## src/common/bcache_pkg.sv

```systemverilog
package bcache_pkg;

  localparam int dw = 32;
  localparam int lanes = 4;
  localparam int row_w = lanes * dw;

  // signed fixed point, 19 fraction bits
  localparam int frac_bits = 19;
  localparam logic signed [dw-1:0] fx_one = 32'sh0008_0000;

  // measurement noise diagonal
  localparam logic signed [dw-1:0] q_11 = fx_one;
  localparam logic signed [dw-1:0] q_22 = fx_one;

  localparam int seq_w = 4;
  localparam int depth = 64;
  localparam int addr_w = 6;

  // jacobian and noise entries, wr_base excluded
  localparam int n_jac = 18;

  typedef enum logic [3:0] {
    idle      = 4'b0000,
    transpose = 4'b1001,
    inv       = 4'b1010,
    chi       = 4'b1011,
    nl_prd    = 4'b1100,
    nl_assoc  = 4'b1101,
    nl_new    = 4'b1110,
    nl_upd    = 4'b1111
  } bca_mode_e;

  typedef enum logic [4:0] {
    fxi_13, fxi_23,
    gxi_13, gxi_23, gz_11, gz_12, gz_21, gz_22,
    hz_11, hz_12, hz_21, hz_22,
    hxi_11, hxi_12, hxi_21, hxi_22,
    vt_1, vt_2,
    wr_base
  } reg_idx_e;

  // rows written per operation
  function automatic logic [seq_w-1:0] mode_len(bca_mode_e m);
    case (m)
      nl_prd:    return 4'd5;
      nl_new:    return 4'd6;
      nl_upd:    return 4'd7;
      nl_assoc:  return 4'd8;
      transpose: return 4'd4;
      inv:       return 4'd11;
      chi:       return 4'd11;
      default:   return 4'd0;
    endcase
  endfunction

endpackage

```

## src/logic/seq_counter.sv

```systemverilog
`timescale 1ns/100ps

module seq_counter (
  input  logic                           clk,
  input  logic                           sys_rst,
  input  logic                           start,
  input  bcache_pkg::bca_mode_e          mode,
  output bcache_pkg::bca_mode_e          mode_q,
  output logic [bcache_pkg::seq_w-1:0]   seq_cnt,
  output logic                           busy,
  output logic                           done
);
  import bcache_pkg::*;

  logic [seq_w-1:0] len_q;
  logic [seq_w-1:0] start_len;

  assign start_len = mode_len(mode);
  assign busy = (seq_cnt != '0);

  always_ff @(posedge clk) begin
    if (sys_rst) begin
      mode_q  <= idle;
      len_q   <= '0;
      seq_cnt <= '0;
      done    <= 1'b0;
    end else begin
      done <= 1'b0;
      if (!busy) begin
        // idle has no steps, so a start with it does nothing
        if (start && start_len != '0) begin
          mode_q  <= mode;
          len_q   <= start_len;
          seq_cnt <= 4'd1;
        end
      end else if (seq_cnt == len_q) begin
        // lines up with the mapper's last write
        seq_cnt <= '0;
        done    <= 1'b1;
      end else begin
        seq_cnt <= seq_cnt + 1'b1;
      end
    end
  end

endmodule

```

## config.mk

```make
export PLATFORM = sky130hd
export DESIGN_NAME = seq_counter
export DESIGN_NICKNAME = d
export VERILOG_FILES = /design/src/common/bcache_pkg.sv /design/src/logic/seq_counter.sv
export SDC_FILE = /design/constraint.sdc
export NUM_CORES = 1
export LEC_CHECK = 0
export ABC_AREA = 1
export BUFFER_PORTS_ARGS = -buffer_cell sky130_fd_sc_hd__buf_2
export CAP_MARGIN = 15
export CORE_MARGIN = 8
export CORE_UTILIZATION = 39
export DETAILED_ROUTE_END_ITERATION = 6
export PLACE_DENSITY = 0.6
export SYNTH_ARGS = -nofsm -noshare
export SYNTH_HDL_FRONTEND = slang
export SYNTH_SLANG_ARGS = --single-unit
```

## constraint.sdc

```tcl
create_clock -name clk -period 2.05 [get_ports clk]
set_input_delay 0.41 -clock clk [delete_from_list [all_inputs] [get_ports clk]]
set_output_delay 0.41 -clock clk [all_outputs]
set_load 0.02 [all_outputs]
```

# Word-level counts from Yosys, hierarchy flattened
# Index checks and enable logic that the tools add are counted.
# word_totals
reg_bits,13
in_bits,7
elab_cells,26
out_inout_bits,10
# op_classes
mux,5
reduce_logical,7
eq_ne,8
n_addsub,1
n_bitwise,1
# op_table
cell,count
$eq A4 B4 Y1 const B,7
$pmux W4 S6,1
$mux W4,3
$reduce_bool A4 Y1,2
$add A4 B1 Y4 const B,1
$eq A4 B4 Y1,1
$reduce_or A2 Y1,2
$reduce_and A2 Y1,1
$reduce_bool A2 Y1,1
$logic_and A1 B1 Y1,1
$mux W1,1
$not A1 Y1,1

# Longest topological paths before layout
# depth
ltp_word,7
ltp_mapped,7
ltp_nobuf,7

# Worst setup path before layout
# No wires, ideal clock.
# synth_timing
path_kind,register to output
startpoint,register seq_cnt[0] (netlist bit)
endpoint,output busy
slack_ns,0.636
arrival_time_ns,1.004
required_ns,1.640
path_buffers,0
path_stages_with_launch,4
cell_sequence,dfxtp_1 -> inv_1 -> ha_1 -> nand3_4
# synth_via
elab_chain_len,1
# synth_rtl
item,line_no,source
from (decl),seq_counter.sv:9,"output logic [bcache_pkg::seq_w-1:0] seq_cnt,"
from (signal assigned),seq_counter.sv:41,seq_cnt <= seq_cnt + 1'b1;
$reduce_bool A4 Y1,seq_counter.sv:19,assign busy = (seq_cnt != '0);
to (decl),seq_counter.sv:10,"output logic busy,"
# No other way between the ends.

# Final worst setup path
# Same ends and word-level chain as after synthesis.

==> results.ini <==
[synth]
postSynthNetCount=104
synth.distinct_cells=17
synthesis.area_um2=672
netlist_instances=95
syn_area_per_cell_um2=7.07
synth_seq_area_share_pct=38.7
number_of_synthesized_register_bits=13
synth-warning-count=0

[global_routing]
wire_length_of_the_first_global_routing_pass_um=2190
antenna_found_initial=0
global_route_met1_utilization_pct=10.2
grtUsageMet2_pct=13.2
gr-total-overflow=0
pin_count_of_the_biggest_net_entering_global_routing=9
met3_track_demand_over_resource_in_global_routing_pct=2.69
groute.usage.overall_pct=8.50
top_usage_layer=met2
via_count_of_the_first_global_routing_pass=502

[finish]
insertedDiodeCount=0
areaGrowthSynthToFinish_pct=18.4
nets=124
fillerInstances=166
share_of_layout_cells_above_drive_strength_1_pct=24.6

[die]
start_util_pct=40.2
row_cnt=15
fp.dieH_um=57.5
ioPinCount=17
chipWidth_um=57.5
core_area_um2=1670
fp.dieArea_um2=3310

[sta]
setup-violations-final=0
finalMaxSlewViolations=0
setup_tns_ns=0
fmax_mhz=571
final.hold.worst_slack_ns=0.396
timing.final.hold_violations=0
tightest_slew_ns=0.219
max_slew_margin_pct=85.4
finalCriticalPeriod_ns=1.75
grt_setup_unrepaired=no
finClkSkew_ns=0.00445
final_min_period_over_clock_period_pct=85.5

[critical_path]
maximum_fanout_encountered_on_the_critical_timing_path=5
worst-r2r-cell-count=7
cpLargestDelayFamily=flip-flops
timing_worst_setup_path_type=register to output port
rr_startpoint=seq_cnt[0]
end_kind=output port
cpPeakStageDelay_ns=0.39
setup.reg_to_reg.worst_slack_ns=0.72
crit_buf_inv=2
data_arrival_at_the_endpoint_of_the_critical_path_ns=1.34
timing.critical_path.from_type=register
timing.critical_path.slowest_stage_cell=dfxtp_1
crit_path_cell_trace=inv_1 > ha_1 > nand3_4 > buf_2
timing.critical_path.required_ns=1.64
reg2reg_to=len_q[0]

[min_path]
hold_path_class=primary input to register
hp-start=sys_rst
timing.hold.worst_endpoint=seq_cnt[1]
min_delay_path_depth=2

[clock_network]
clock_pin_slew_of_the_registers_on_the_worst_case_setup_and_hold_paths_ns=0.08
cts.repair.resized=0
clock_sink_count=13
numCtsBuffers=3
clock_tree_buf_depth=2
clock_latency_ns=0.27
clock-root-buffer=clkbuf_4
cts.repair_timing.setup_buffer_count=0
tritoncts=built
cts_hold_buffers=0
clock_tree.htree_level_count=1

[detailed_routing]
first_iter_violations=5
dr.pass1.iters=3
route.antenna.remaining_nets=0
route.vias.total=602
detail_route.wirelength_um=1420
routed_via_density=4.60
post-route-drc-count=0
routedWlPerCell_um=10.8

[placement]
place.detailed.hpwl_um=1150
globalplace.congestion=0.784
portBuffers=16

[pwr]
power.static_leakage_nw=0.390
report.power.total_w=0.000665
power.density_nw_per_um2=835
ir_drop_v=0.000419

[run]
maxcap_viol_count=0

[run_status]
run_status=completed

[through the flow]
step	setup slack [ns]	area (um2)	utilization, %	instances
after floorplan	0.636	672	-	95
after CTS	0.279	796	47.6	131
after global routing	0.230	796	47.6	131
final	0.297	796	47.6	131
after global placement	0.636	769	46.1	127
after detailed placement	0.588	769	46.1	127
[cells in the mapped netlist (all sizes together)]
cell / count / area (um2)
a21oi: 5 / 25.0
buf: 1 / 3.75
dfxtp: 13 / 260
ha: 2 / 25.0
inv: 14 / 52.6
nand2: 26 / 108
nand3: 8 / 65.1
nor2: 17 / 80.1
nor3: 1 / 5.00
o21ai: 6 / 30.0
xnor2: 1 / 8.76
xor2: 1 / 8.76
[flip-flops by register name, indices dropped and copies added (netlist names)]
| register | cells |
|---|---|
| mode_q | 4 |
| len_q | 4 |
| seq_cnt | 4 |
| done | 1 |
[layer usage]
layer | vias to the layer above | part of all wire, %
met5 | - | 0
met4 | 0 | 0.85
met3 | 2 | 4.9
met2 | 8 | 43
met1 | 254 | 51
li1 | 338 | -
[logic make-up after synthesis]
| logic type | count (synthesis) | share of synthesized area [%] |
|---|---|---|
| DFF | 13 | 38.7 |
| adders and majority gates | 2 | 3.72 |
| buffers and inverters | 15 | 8.38 |
| and+or+nand+nor | 52 | 38.4 |
| AOI/OAI and AO/OA | 11 | 8.19 |
| xor gates and xnor gates | 2 | 2.61 |
[placed cells by master (no fill, tap or decap), types with 2 or more instances in the layout]
cell type	count
clkbuf_4	3
nand3_4	2
nand3_1	6
dfxtp_1	13
inv_2	4
nand2_1	24
inv_1	10
buf_2	16
ha_1	2
o21ai_0	6
a21oi_1	5
nor2_1	16
[area by class of cell]
type / instances / area [um2] / share of cell area (%)
clock buffer: 4 / 26.3 / 3.30
multi-input combinational: 67 / 355 / 44.7
tap: 17 / 21.3 / 2.67
inverter: 14 / 52.6 / 6.60
timing repair buffer: 16 / 80.1 / 10.1
sequential: 13 / 260 / 32.7
[power breakdown]
group / switching (W) / internal (W) / leakage [nW]
clock network: 0.0000831 / 0.0000752 / 0.0150
registers: 0.0000162 / 0.000276 / 0.106
logic: 0.000141 / 0.0000734 / 0.269
[worst max-delay path by stage]
stage                      end       start  cells after the start
final                     busy  seq_cnt[0]                      4
after global routing      busy  seq_cnt[0]                      4
after CTS                 busy  seq_cnt[0]                      4
after detailed placement  busy  seq_cnt[0]                      4
after global placement    busy  seq_cnt[0]                      4
after floorplan           busy  seq_cnt[0]                      3
(Power assumes the default switching activity.)
