$ cat config.mk
export PLATFORM = sky130hd
export DESIGN_NAME = jacobian_regs
export DESIGN_NICKNAME = d
export VERILOG_FILES = /design/src/common/bcache_pkg.sv /design/src/logic/jacobian_regs.sv
export SDC_FILE = /design/constraint.sdc
export NUM_CORES = 1
export LEC_CHECK = 0
export ABC_AREA = 1
export BUFFER_PORTS_ARGS = -buffer_cell sky130_fd_sc_hd__buf_4
export CELL_PAD_IN_SITES_DETAIL_PLACEMENT = 1
export CELL_PAD_IN_SITES_GLOBAL_PLACEMENT = 2
export CORE_MARGIN = 5
export CORE_UTILIZATION = 34
export DETAILED_ROUTE_END_ITERATION = 12
export PLACE_DENSITY_LB_ADDON = 0.1
export SLEW_MARGIN = 15
export SYNTH_ARGS = -nofsm -noshare
export SYNTH_HDL_FRONTEND = slang
export SYNTH_SLANG_ARGS = --single-unit
$ cat constraint.sdc
create_clock -name clk -period 3.91 [get_ports clk]
set_input_delay 0.391 -clock clk [delete_from_list [all_inputs] [get_ports clk]]
set_output_delay 0.391 -clock clk [all_outputs]
set_load 0.02 [all_outputs]
$ cat src/common/bcache_pkg.sv
package bcache_pkg;

  localparam int dw = 32;
  localparam int lanes = 4;
  localparam int row_w = lanes * dw;

  // signed fixed point, 19 fraction bits
  localparam int frac_bits = 19;
  localparam logic signed [dw-1:0] fx_one = 32'sh0008_0000;

  // measurement noise diagonal
  localparam logic signed [dw-1:0] q_11 = fx_one;
  localparam logic signed [dw-1:0] q_22 = fx_one;

  localparam int seq_w = 4;
  localparam int depth = 64;
  localparam int addr_w = 6;

  // jacobian and noise entries, wr_base excluded
  localparam int n_jac = 18;

  typedef enum logic [3:0] {
    idle      = 4'b0000,
    transpose = 4'b1001,
    inv       = 4'b1010,
    chi       = 4'b1011,
    nl_prd    = 4'b1100,
    nl_assoc  = 4'b1101,
    nl_new    = 4'b1110,
    nl_upd    = 4'b1111
  } bca_mode_e;

  typedef enum logic [4:0] {
    fxi_13, fxi_23,
    gxi_13, gxi_23, gz_11, gz_12, gz_21, gz_22,
    hz_11, hz_12, hz_21, hz_22,
    hxi_11, hxi_12, hxi_21, hxi_22,
    vt_1, vt_2,
    wr_base
  } reg_idx_e;

  // rows written per operation
  function automatic logic [seq_w-1:0] mode_len(bca_mode_e m);
    case (m)
      nl_prd:    return 4'd5;
      nl_new:    return 4'd6;
      nl_upd:    return 4'd7;
      nl_assoc:  return 4'd8;
      transpose: return 4'd4;
      inv:       return 4'd11;
      chi:       return 4'd11;
      default:   return 4'd0;
    endcase
  endfunction

endpackage

$ cat src/logic/jacobian_regs.sv
`timescale 1ns/100ps

module jacobian_regs (
  input  logic                            clk,
  input  logic                            sys_rst,
  input  logic                            cfg_we,
  input  bcache_pkg::reg_idx_e            cfg_idx,
  input  logic [bcache_pkg::dw-1:0]       cfg_wdata,
  output logic [bcache_pkg::dw-1:0]       fxi_13, fxi_23,
  output logic [bcache_pkg::dw-1:0]       gxi_13, gxi_23,
  output logic [bcache_pkg::dw-1:0]       gz_11, gz_12, gz_21, gz_22,
  output logic [bcache_pkg::dw-1:0]       hz_11, hz_12, hz_21, hz_22,
  output logic [bcache_pkg::dw-1:0]       hxi_11, hxi_12, hxi_21, hxi_22,
  output logic [bcache_pkg::dw-1:0]       vt_1, vt_2,
  output logic [bcache_pkg::addr_w-1:0]   wr_base
);
  import bcache_pkg::*;

  logic [dw-1:0] jac_q [n_jac];

  always_ff @(posedge clk) begin
    if (sys_rst) begin
      for (int i = 0; i < n_jac; i++) begin
        jac_q[i] <= '0;
      end
      wr_base <= '0;
    end else if (cfg_we) begin
      // base address keeps only the low bits
      if (cfg_idx == bcache_pkg::wr_base) begin
        wr_base <= cfg_wdata[addr_w-1:0];
      end else begin
        jac_q[cfg_idx] <= cfg_wdata;
      end
    end
  end

  assign fxi_13 = jac_q[bcache_pkg::fxi_13];
  assign fxi_23 = jac_q[bcache_pkg::fxi_23];
  assign gxi_13 = jac_q[bcache_pkg::gxi_13];
  assign gxi_23 = jac_q[bcache_pkg::gxi_23];
  assign gz_11  = jac_q[bcache_pkg::gz_11];
  assign gz_12  = jac_q[bcache_pkg::gz_12];
  assign gz_21  = jac_q[bcache_pkg::gz_21];
  assign gz_22  = jac_q[bcache_pkg::gz_22];
  assign hz_11  = jac_q[bcache_pkg::hz_11];
  assign hz_12  = jac_q[bcache_pkg::hz_12];
  assign hz_21  = jac_q[bcache_pkg::hz_21];
  assign hz_22  = jac_q[bcache_pkg::hz_22];
  assign hxi_11 = jac_q[bcache_pkg::hxi_11];
  assign hxi_12 = jac_q[bcache_pkg::hxi_12];
  assign hxi_21 = jac_q[bcache_pkg::hxi_21];
  assign hxi_22 = jac_q[bcache_pkg::hxi_22];
  assign vt_1   = jac_q[bcache_pkg::vt_1];
  assign vt_2   = jac_q[bcache_pkg::vt_2];

endmodule

Word level (Yosys, flattened, before mapping)
Memory sizes are Yosys's and may differ from the RTL's. Cells that the tools add are included.

$lt $le $gt $ge: 0. Equal/unequal tests: 1. Multipliers: 0. Bitwise logic cells: 0. Add/subtract/negate cells: 0. Reduce and logical (&&, ||, !) cells: 2. Multiplexer cells: 9. Shift operators: 0. Divide/modulo/power cells: 0.

Operator list (number): $mux 32 (1); $reduce_or 32->1 (1); $mux 1 (7); $eq 5x5->1 const B (1); $mux 5 (1); $reduce_and 2->1 (1).

Memory bits (read-only): 0. Word-level logic and storage cells: 14. Bits of input ports: 40. Bits in latches: 0. Flip-flop bits (word level): 6. Memory bits (writable): 576. Output and inout port bits: 582. Memories: 1.

Memories: jac_q (depth 18, width 32, rd ports 18, clocked after Yosys merged registers in 0, wr ports 18, line jacobian_regs.sv:19) `logic [dw-1:0] jac_q [n_jac];`.

Longest topological paths before layout
Gate-level depths: netlist (run 1).

Depth in word-level cells: 7. Gate-level depth with buffers: 7. Depth with buffers taken out: 6.

Worst setup path before layout (run 1)
No wires, ideal clock.

Path type: input to register. From: input port cfg_idx[3]. To: memory jac_q[17][0], enable pin. Slack: 785 ps. Arrival time: 2684 ps. Cell stages on the path: 6. Path buffers: 1. Data required time: 3469 ps. Setup time: 441 ps. Path through: inv_2 > nand2_1 > nor2_2 > nand2_1 > buf_2 > a31oi_1.

RTL lines: start, declared (line jacobian_regs.sv:7) `input bcache_pkg::reg_idx_e cfg_idx,`; end, declared (line jacobian_regs.sv:19).

==> impl_metrics.json, run 1 <==
{
  "num_io_pins": 622,
  "via_per_inst": 4.82,
  "synth.most_common_cell": "edfxtp_1",
  "critPathMaxFanout": 33,
  "finalClockSkew_ps": 0,
  "r2r_setup_slack_ps": 3250,
  "worst-path-stages": 6,
  "wl_mm": 81.3,
  "final_cells": 2861,
  "totalNegativeSetupSlack_ps": 0,
  "ff2ff_path_depth": 4,
  "internal_power_mw": 10.8,
  "post_cts_buffers": 0,
  "setup_viol": 0,
  "cts_max_path_buffers": 3,
  "synthTopCellsByArea": "edfxtp_1 84%, nor2_1 10%, clkbuf_1 1.6%",
  "cts_tree": "built",
  "std_cell_rows": 90,
  "peakVddDrop_mv": 0.331,
  "vias": 13800,
  "synth_top_cell_area_share_pct": 83.8,
  "drv_slew": 0,
  "power_frac_comb_pct": 10.5,
  "ys_seq_area_share_pct": 84.4,
  "dp_slack_ps": 1160,
  "dpl.hpwl_mm": 58.3,
  "worstHoldStart": "cfg_we",
  "route.detailed.drc": 0,
  "seq_power_share_pct": 50.9,
  "fmax_ghz": 0.473,
  "initial_core_util_pct": 34.3,
  "dieWidth_microns": 256,
  "timing.critical_path.mode_cell": "buf_4",
  "crit_chain": "buf_4, nand3b_1, nor3_2, nand2_1, buf_4, nand2_2",
  "start_kind": "input pin",
  "cp_top_family": "simple AND/OR/NAND/NOR gates",
  "fin_crit_sh_pct": 54.1,
  "grt_pass1_vias": 14400,
  "hp-class": "in -> reg",
  "endpoint_kind": "flop",
  "port_buffers": 621,
  "cts_sinks": 582,
  "fp.dieH_microns": 256,
  "required_ps": 4160,
  "cpPeakStageDelay_ps": 700,
  "p_switching_mw": 3.61,
  "crit_arrival_ps": 2360,
  "syn_area_sq_um": 20600,
  "drtPass1Iterations": 5,
  "cts_buffers": 61,
  "synth.avg_cell_area_sq_um": 14.6,
  "netlist_instances": 1413,
  "cts_hold_buf": 0,
  "critPathSlowestCell": "nand2_2",
  "grt_overflow": 0,
  "place_congestion": 0.825,
  "synth-edff-count": 576,
  "fin_area_sq_um": 28100,
  "diodes": 0,
  "cp_num_buf_inv": 2,
  "final_hold_viol_count": 0,
  "yosys_warnings": 0,
  "yosys-top-cells-count": "576 x edfxtp_1, 552 x nor2_1, 87 x clkbuf_1, 84 x inv_1, 49 x nand2_1",
  "htreeDepth": 2,
  "run_status": "finished clean",
  "synth_ff_type": "edfxtp_1",
  "core_area_sq_um": 60200,
  "period_minus_slack_ps": 2110,
  "cts_resized": 0,
  "die-area_sq_um": 65700,
  "relSlewSlack_pct": 33.0,
  "syn_nets": 1453,
  "yosysUniqueCellTypes": 15,
  "grt_max_degree": 34,
  "wl_per_cell_microns": 28.4,
  "yosysTopAreaCell": "edfxtp_1",
  "dp_cells": 2751,
  "async_flop_share_pct": 0,
  "powerDensity_nw_per_um2": 513,
  "worst_pin_slew_ps": 1000,
  "r2r-start": "wr_base[5]$_SDFFE_PP0P_",
  "p_leak_nw": 11.3,
  "rsz0062_at_grt": "no",
  "worstSetupPathType": "in -> reg",
  "placed_cell_area_sq_um": 26200,
  "area_delta_synth_final_pct": 35.9,
  "cts-root-buf": "clkbuf_16",
  "grt_pass1_wl_mm": 112,
  "drtIter0Drc": 989,
  "grt_util_all_layers_pct": 23.8,
  "drive_gt1_share_pct": 36.1,
  "ant_nets": 0,
  "antenna_found_initial": 4,
  "clkTransAtPathRegs_ps": 60,
  "clock_power_share_pct": 38.6,
  "whs_path_depth": 4,
  "final_nets": 2072,
  "clkLatencyLatePin_ps": 620,
  "drv_cap": 0,
  "worstSetupStartpoint": "cfg_we",
  "total_power_mw": 14.4,
  "p_sw_share_pct": 25.1,
  "ys_seq_elements": 582,
  "fin_ws_ps": 1800
}
## logic make-up after synthesis
kind of cell / after synthesis / share of synthesized area [%]
flops: 582 / 84.4
simple gates: 652 / 12.3
buf+inv: 178 / 3.26
compound gates: 1 / 0.0303
## worst reg2reg max path, cell delays in order (launching register included)
cell and delay (ps):
dfxtp_1 350, inv_1 50, nand2_1 60, inv_1 50, nor2_1 90
## final timing paths
check                                endpoint
setup / recovery  jac_q[11][15]$_SDFFCE_PN0P_
hold reg to reg       wr_base[1]$_SDFFE_PP0P_
hold / removal        wr_base[3]$_SDFFE_PP0P_
setup reg to reg      wr_base[5]$_SDFFE_PP0P_
## state kept, by name (all words and copies together) (netlist names)
signal,cells
wr_base,6
jac_q,576
## cell type report
cell class,count,area [sq um]
Clock buffer,78,1590
Clock inverter,32,280
Fill cell,6159,32200
Inverter,86,323
Multi-Input combinational cell,653,2610
Sequential cell,582,17400
Tap cell,782,978
Timing Repair Buffer,648,4860
## routing by layer
layer / GRT usage [%] / part of all wire, % / wire, microns
met1: 28.6 / 39 / 31600
met5: 0 / 0.050 / 41
met3: 8.88 / 9.3 / 7530
met4: 7.83 / 3.5 / 2810
met2: 39.9 / 48 / 39400
## layout by cell type (no fill, tap or decap)
cell,count
nand4_1,9
inv_1,84
inv_2,2
nor2_2,2
clkinv_4,1
bufinv_16,4
nor2_1,551
clkinv_1,12
clkinv_2,10
nand3_1,35
clkinv_8,2
nand2_1,37
nor2_4,1
edfxtp_1,576
buf_4,648
clkbuf_16,61
a31oi_4,1
dfxtp_1,6
nand2_2,12
clkbuf_1,17
nand3b_1,1
clkinvlp_4,2
inv_6,1
nor3_2,4
## power by group through the flow
stage	clock network, mW	registers [mW]	logic, mW
after floorplan	0	7.89	0.197
after global placement	0	7.46	1.53
after detailed placement	0	7.46	1.53
after CTS	5.67	7.34	1.53
after global routing	5.94	7.36	1.57
final	5.56	7.33	1.51
## metrics by stage
stage                     utilization (%)  hold WS [ps]
after global placement               43.5           500
after floorplan                         -           572
after CTS                            46.6           149
after detailed placement             43.5           522
after global routing                 46.6           177
final                                46.6           193
Power figures use the tool's default switching activity.
==> run 2: changes to the inputs <==
--- a/config.mk
+++ b/config.mk
@@ -10,7 +10,7 @@
 export CELL_PAD_IN_SITES_DETAIL_PLACEMENT = 1
 export CELL_PAD_IN_SITES_GLOBAL_PLACEMENT = 2
 export CORE_MARGIN = 5
-export CORE_UTILIZATION = 34
+export CORE_UTILIZATION = 31
 export DETAILED_ROUTE_END_ITERATION = 12
 export PLACE_DENSITY_LB_ADDON = 0.1
 export SLEW_MARGIN = 15
==> constraint.sdc (replaced) <==
create_clock -name clk -period 1.7 [get_ports clk]
set_input_delay 0.17 -clock clk [delete_from_list [all_inputs] [get_ports clk]]
set_output_delay 0.17 -clock clk [all_outputs]
set_load 0.02 [all_outputs]
==> run 2 against run 1 <==
Effect of this change: power increased by 140%; clock skew is the same; worst setup slack got worse by 1500 ps; first-iteration DRC count increased by 12%; clock power up 150%; flip-flop and latch count unchanged; combinational power grew 150%; critical endpoint is now vt_2[8].
==> impl_metrics.json, run 2 (synthesis results as in run 1) <==
{
  "fmax_ghz": 0.735,
  "vias": 13900,
  "fillers": 6869,
  "fin_crit_sh_pct": 80.0,
  "grt_pass1_wl_mm": 107,
  "r2r_setup_slack_ps": 1080,
  "mostFrequentLayoutCells": "701 x buf_4, 576 x edfxtp_1, 551 x nor2_1, 84 x inv_1, 69 x clkbuf_16",
  "cts_hold_buf": 4,
  "clkLatencyLatePin_ps": 570,
  "dp_cells": 2922,
  "clkTransAtPathRegs_ps": 60,
  "multi_input_area_sq_um": 2670,
  "antenna_found_initial": 1,
  "ant_nets": 0,
  "rsz0062_at_grt": "no",
  "required_ps": 1530,
  "worstHoldStart": "cfg_wdata[29]",
  "wl_per_cell_microns": 25.6,
  "crit_arrival_ps": 1190,
  "final_nets": 2171,
  "endpoint_kind": "output pin",
  "r2r_end": "wr_base[3]$_SDFFE_PP0P_",
  "setup_viol": 0,
  "core_area_sq_um": 65900,
  "cts_buffers": 67,
  "cts_tree": "built",
  "dp_slack_ps": -83.4,
  "holdWs_ps": 62.1,
  "grt_util_all_layers_pct": 20.9,
  "dpl.hpwl_mm": 57.7,
  "fin_ws_ps": 339,
  "cts_resized": 0,
  "route.detailed.drc": 0,
  "die-area_sq_um": 71900,
  "total_power_mw": 34.3,
  "cp_num_buf_inv": 1,
  "critPathMaxFanout": 1,
  "crit_chain": "buf_4",
  "port_buffers": 621,
  "drtIter0Drc": 1103,
  "htreeDepth": 3,
  "wl_mm": 78.0,
  "cts-root-buf": "clkbuf_16",
  "post_cts_buffers": 0,
  "relSlewSlack_pct": 63.6,
  "worstSetupPathType": "reg -> out",
  "dieWidth_microns": 268,
  "run_status": "finished clean",
  "start_kind": "flop",
  "critPathSlowestCell": "edfxtp_1",
  "drive_gt1_share_pct": 39.5,
  "largest_reg_flops": 576,
  "cpPeakStageDelay_ps": 420,
  "crit_end": "vt_2[8]",
  "finalClockSkew_ps": 0,
  "r2r-start": "wr_base[3]$_SDFFE_PP0P_",
  "drv_cap": 0,
  "cts_max_path_buffers": 3,
  "hp-class": "in -> reg",
  "std_cell_rows": 94,
  "ff2ff_path_depth": 4,
  "initial_core_util_pct": 31.3,
  "grt_overflow": 0,
  "grt_pass1_vias": 14500,
  "top_regs": "jac_q (576), wr_base (6)",
  "grt_max_degree": 34,
  "drtPass1Iterations": 6,
  "period_minus_slack_ps": 1360,
  "area_delta_synth_final_pct": 43.3,
  "top_register": "jac_q",
  "num_io_pins": 622,
  "peakVddDrop_mv": 0.631,
  "drv_slew": 0,
  "final_common_cell": "buf_4",
  "fp.dieH_microns": 268,
  "final_hold_viol_count": 0,
  "cts_sinks": 582,
  "totalNegativeSetupSlack_ps": 0,
  "via_per_inst": 4.56,
  "worst_pin_slew_ps": 546,
  "seq_area_sq_um": 17400,
  "p_leak_nw": 12.1,
  "cp_top_family": "flip-flops",
  "final_cells": 3047,
  "place_congestion": 0.802,
  "worst-path-stages": 1,
  "worstSetupStartpoint": "jac_q[17][8]$_DFFE_PP_",
  "powerDensity_nw_per_um2": 1160
}
==> run 2: worst min path at each step <==
stage / end / slack [ps] / cells past startpoint
6_report: jac_q[17][29]$_DFFE_PP_ / 60 / 3
3_5_place_dp: wr_base[0]$_SDFFE_PP0P_ / 510 / 4
5_1_grt: jac_q[17][6]$_DFFE_PP_ / 70 / 4
3_3_place_gp: wr_base[4]$_SDFFE_PP0P_ / 500 / 4
2_1_floorplan: wr_base[0]$_SDFFE_PP0P_ / 350 / 3
4_1_cts: jac_q[17][29]$_DFFE_PP_ / 9 / 3
==> run 2: routing by layer <==
metal / share of wire (%) / global-route usage [%] / vias to the layer above
li1: - / - / 6225
met1: 38 / 24.5 / 7086
met2: 50 / 35.3 / 476
met3: 9.4 / 8.19 / 109
met4: 3.1 / 6.98 / 0
met5: 0 / 0 / -
==> run 2: cell type report <==
type | instances | area share, %
flip-flops and latches | 582 | 58.9
repair buffers | 741 | 20.4
multi-input cells | 653 | 9.04
clock buffers | 92 | 6.16
well taps | 864 | 3.65
inverters | 86 | 1.12
clock inverters | 28 | 0.816
diodes | 1 | 0.00846
==> run 2: stage by stage <==
step | util, % | cell area, sq um
finish | 44.9 | 29600
global route | 44.9 | 29600
CTS | 44.9 | 29600
detailed placement | 41.7 | 27500
global placement | 41.7 | 27500
floorplan | - | 20800
==> run 2: power breakdown <==
part	internal [mW]	total, mW	switching, mW
Combinational	1.30	3.70	2.40
Sequential	16.5	16.8	0.282
Clock	7.99	13.8	5.76
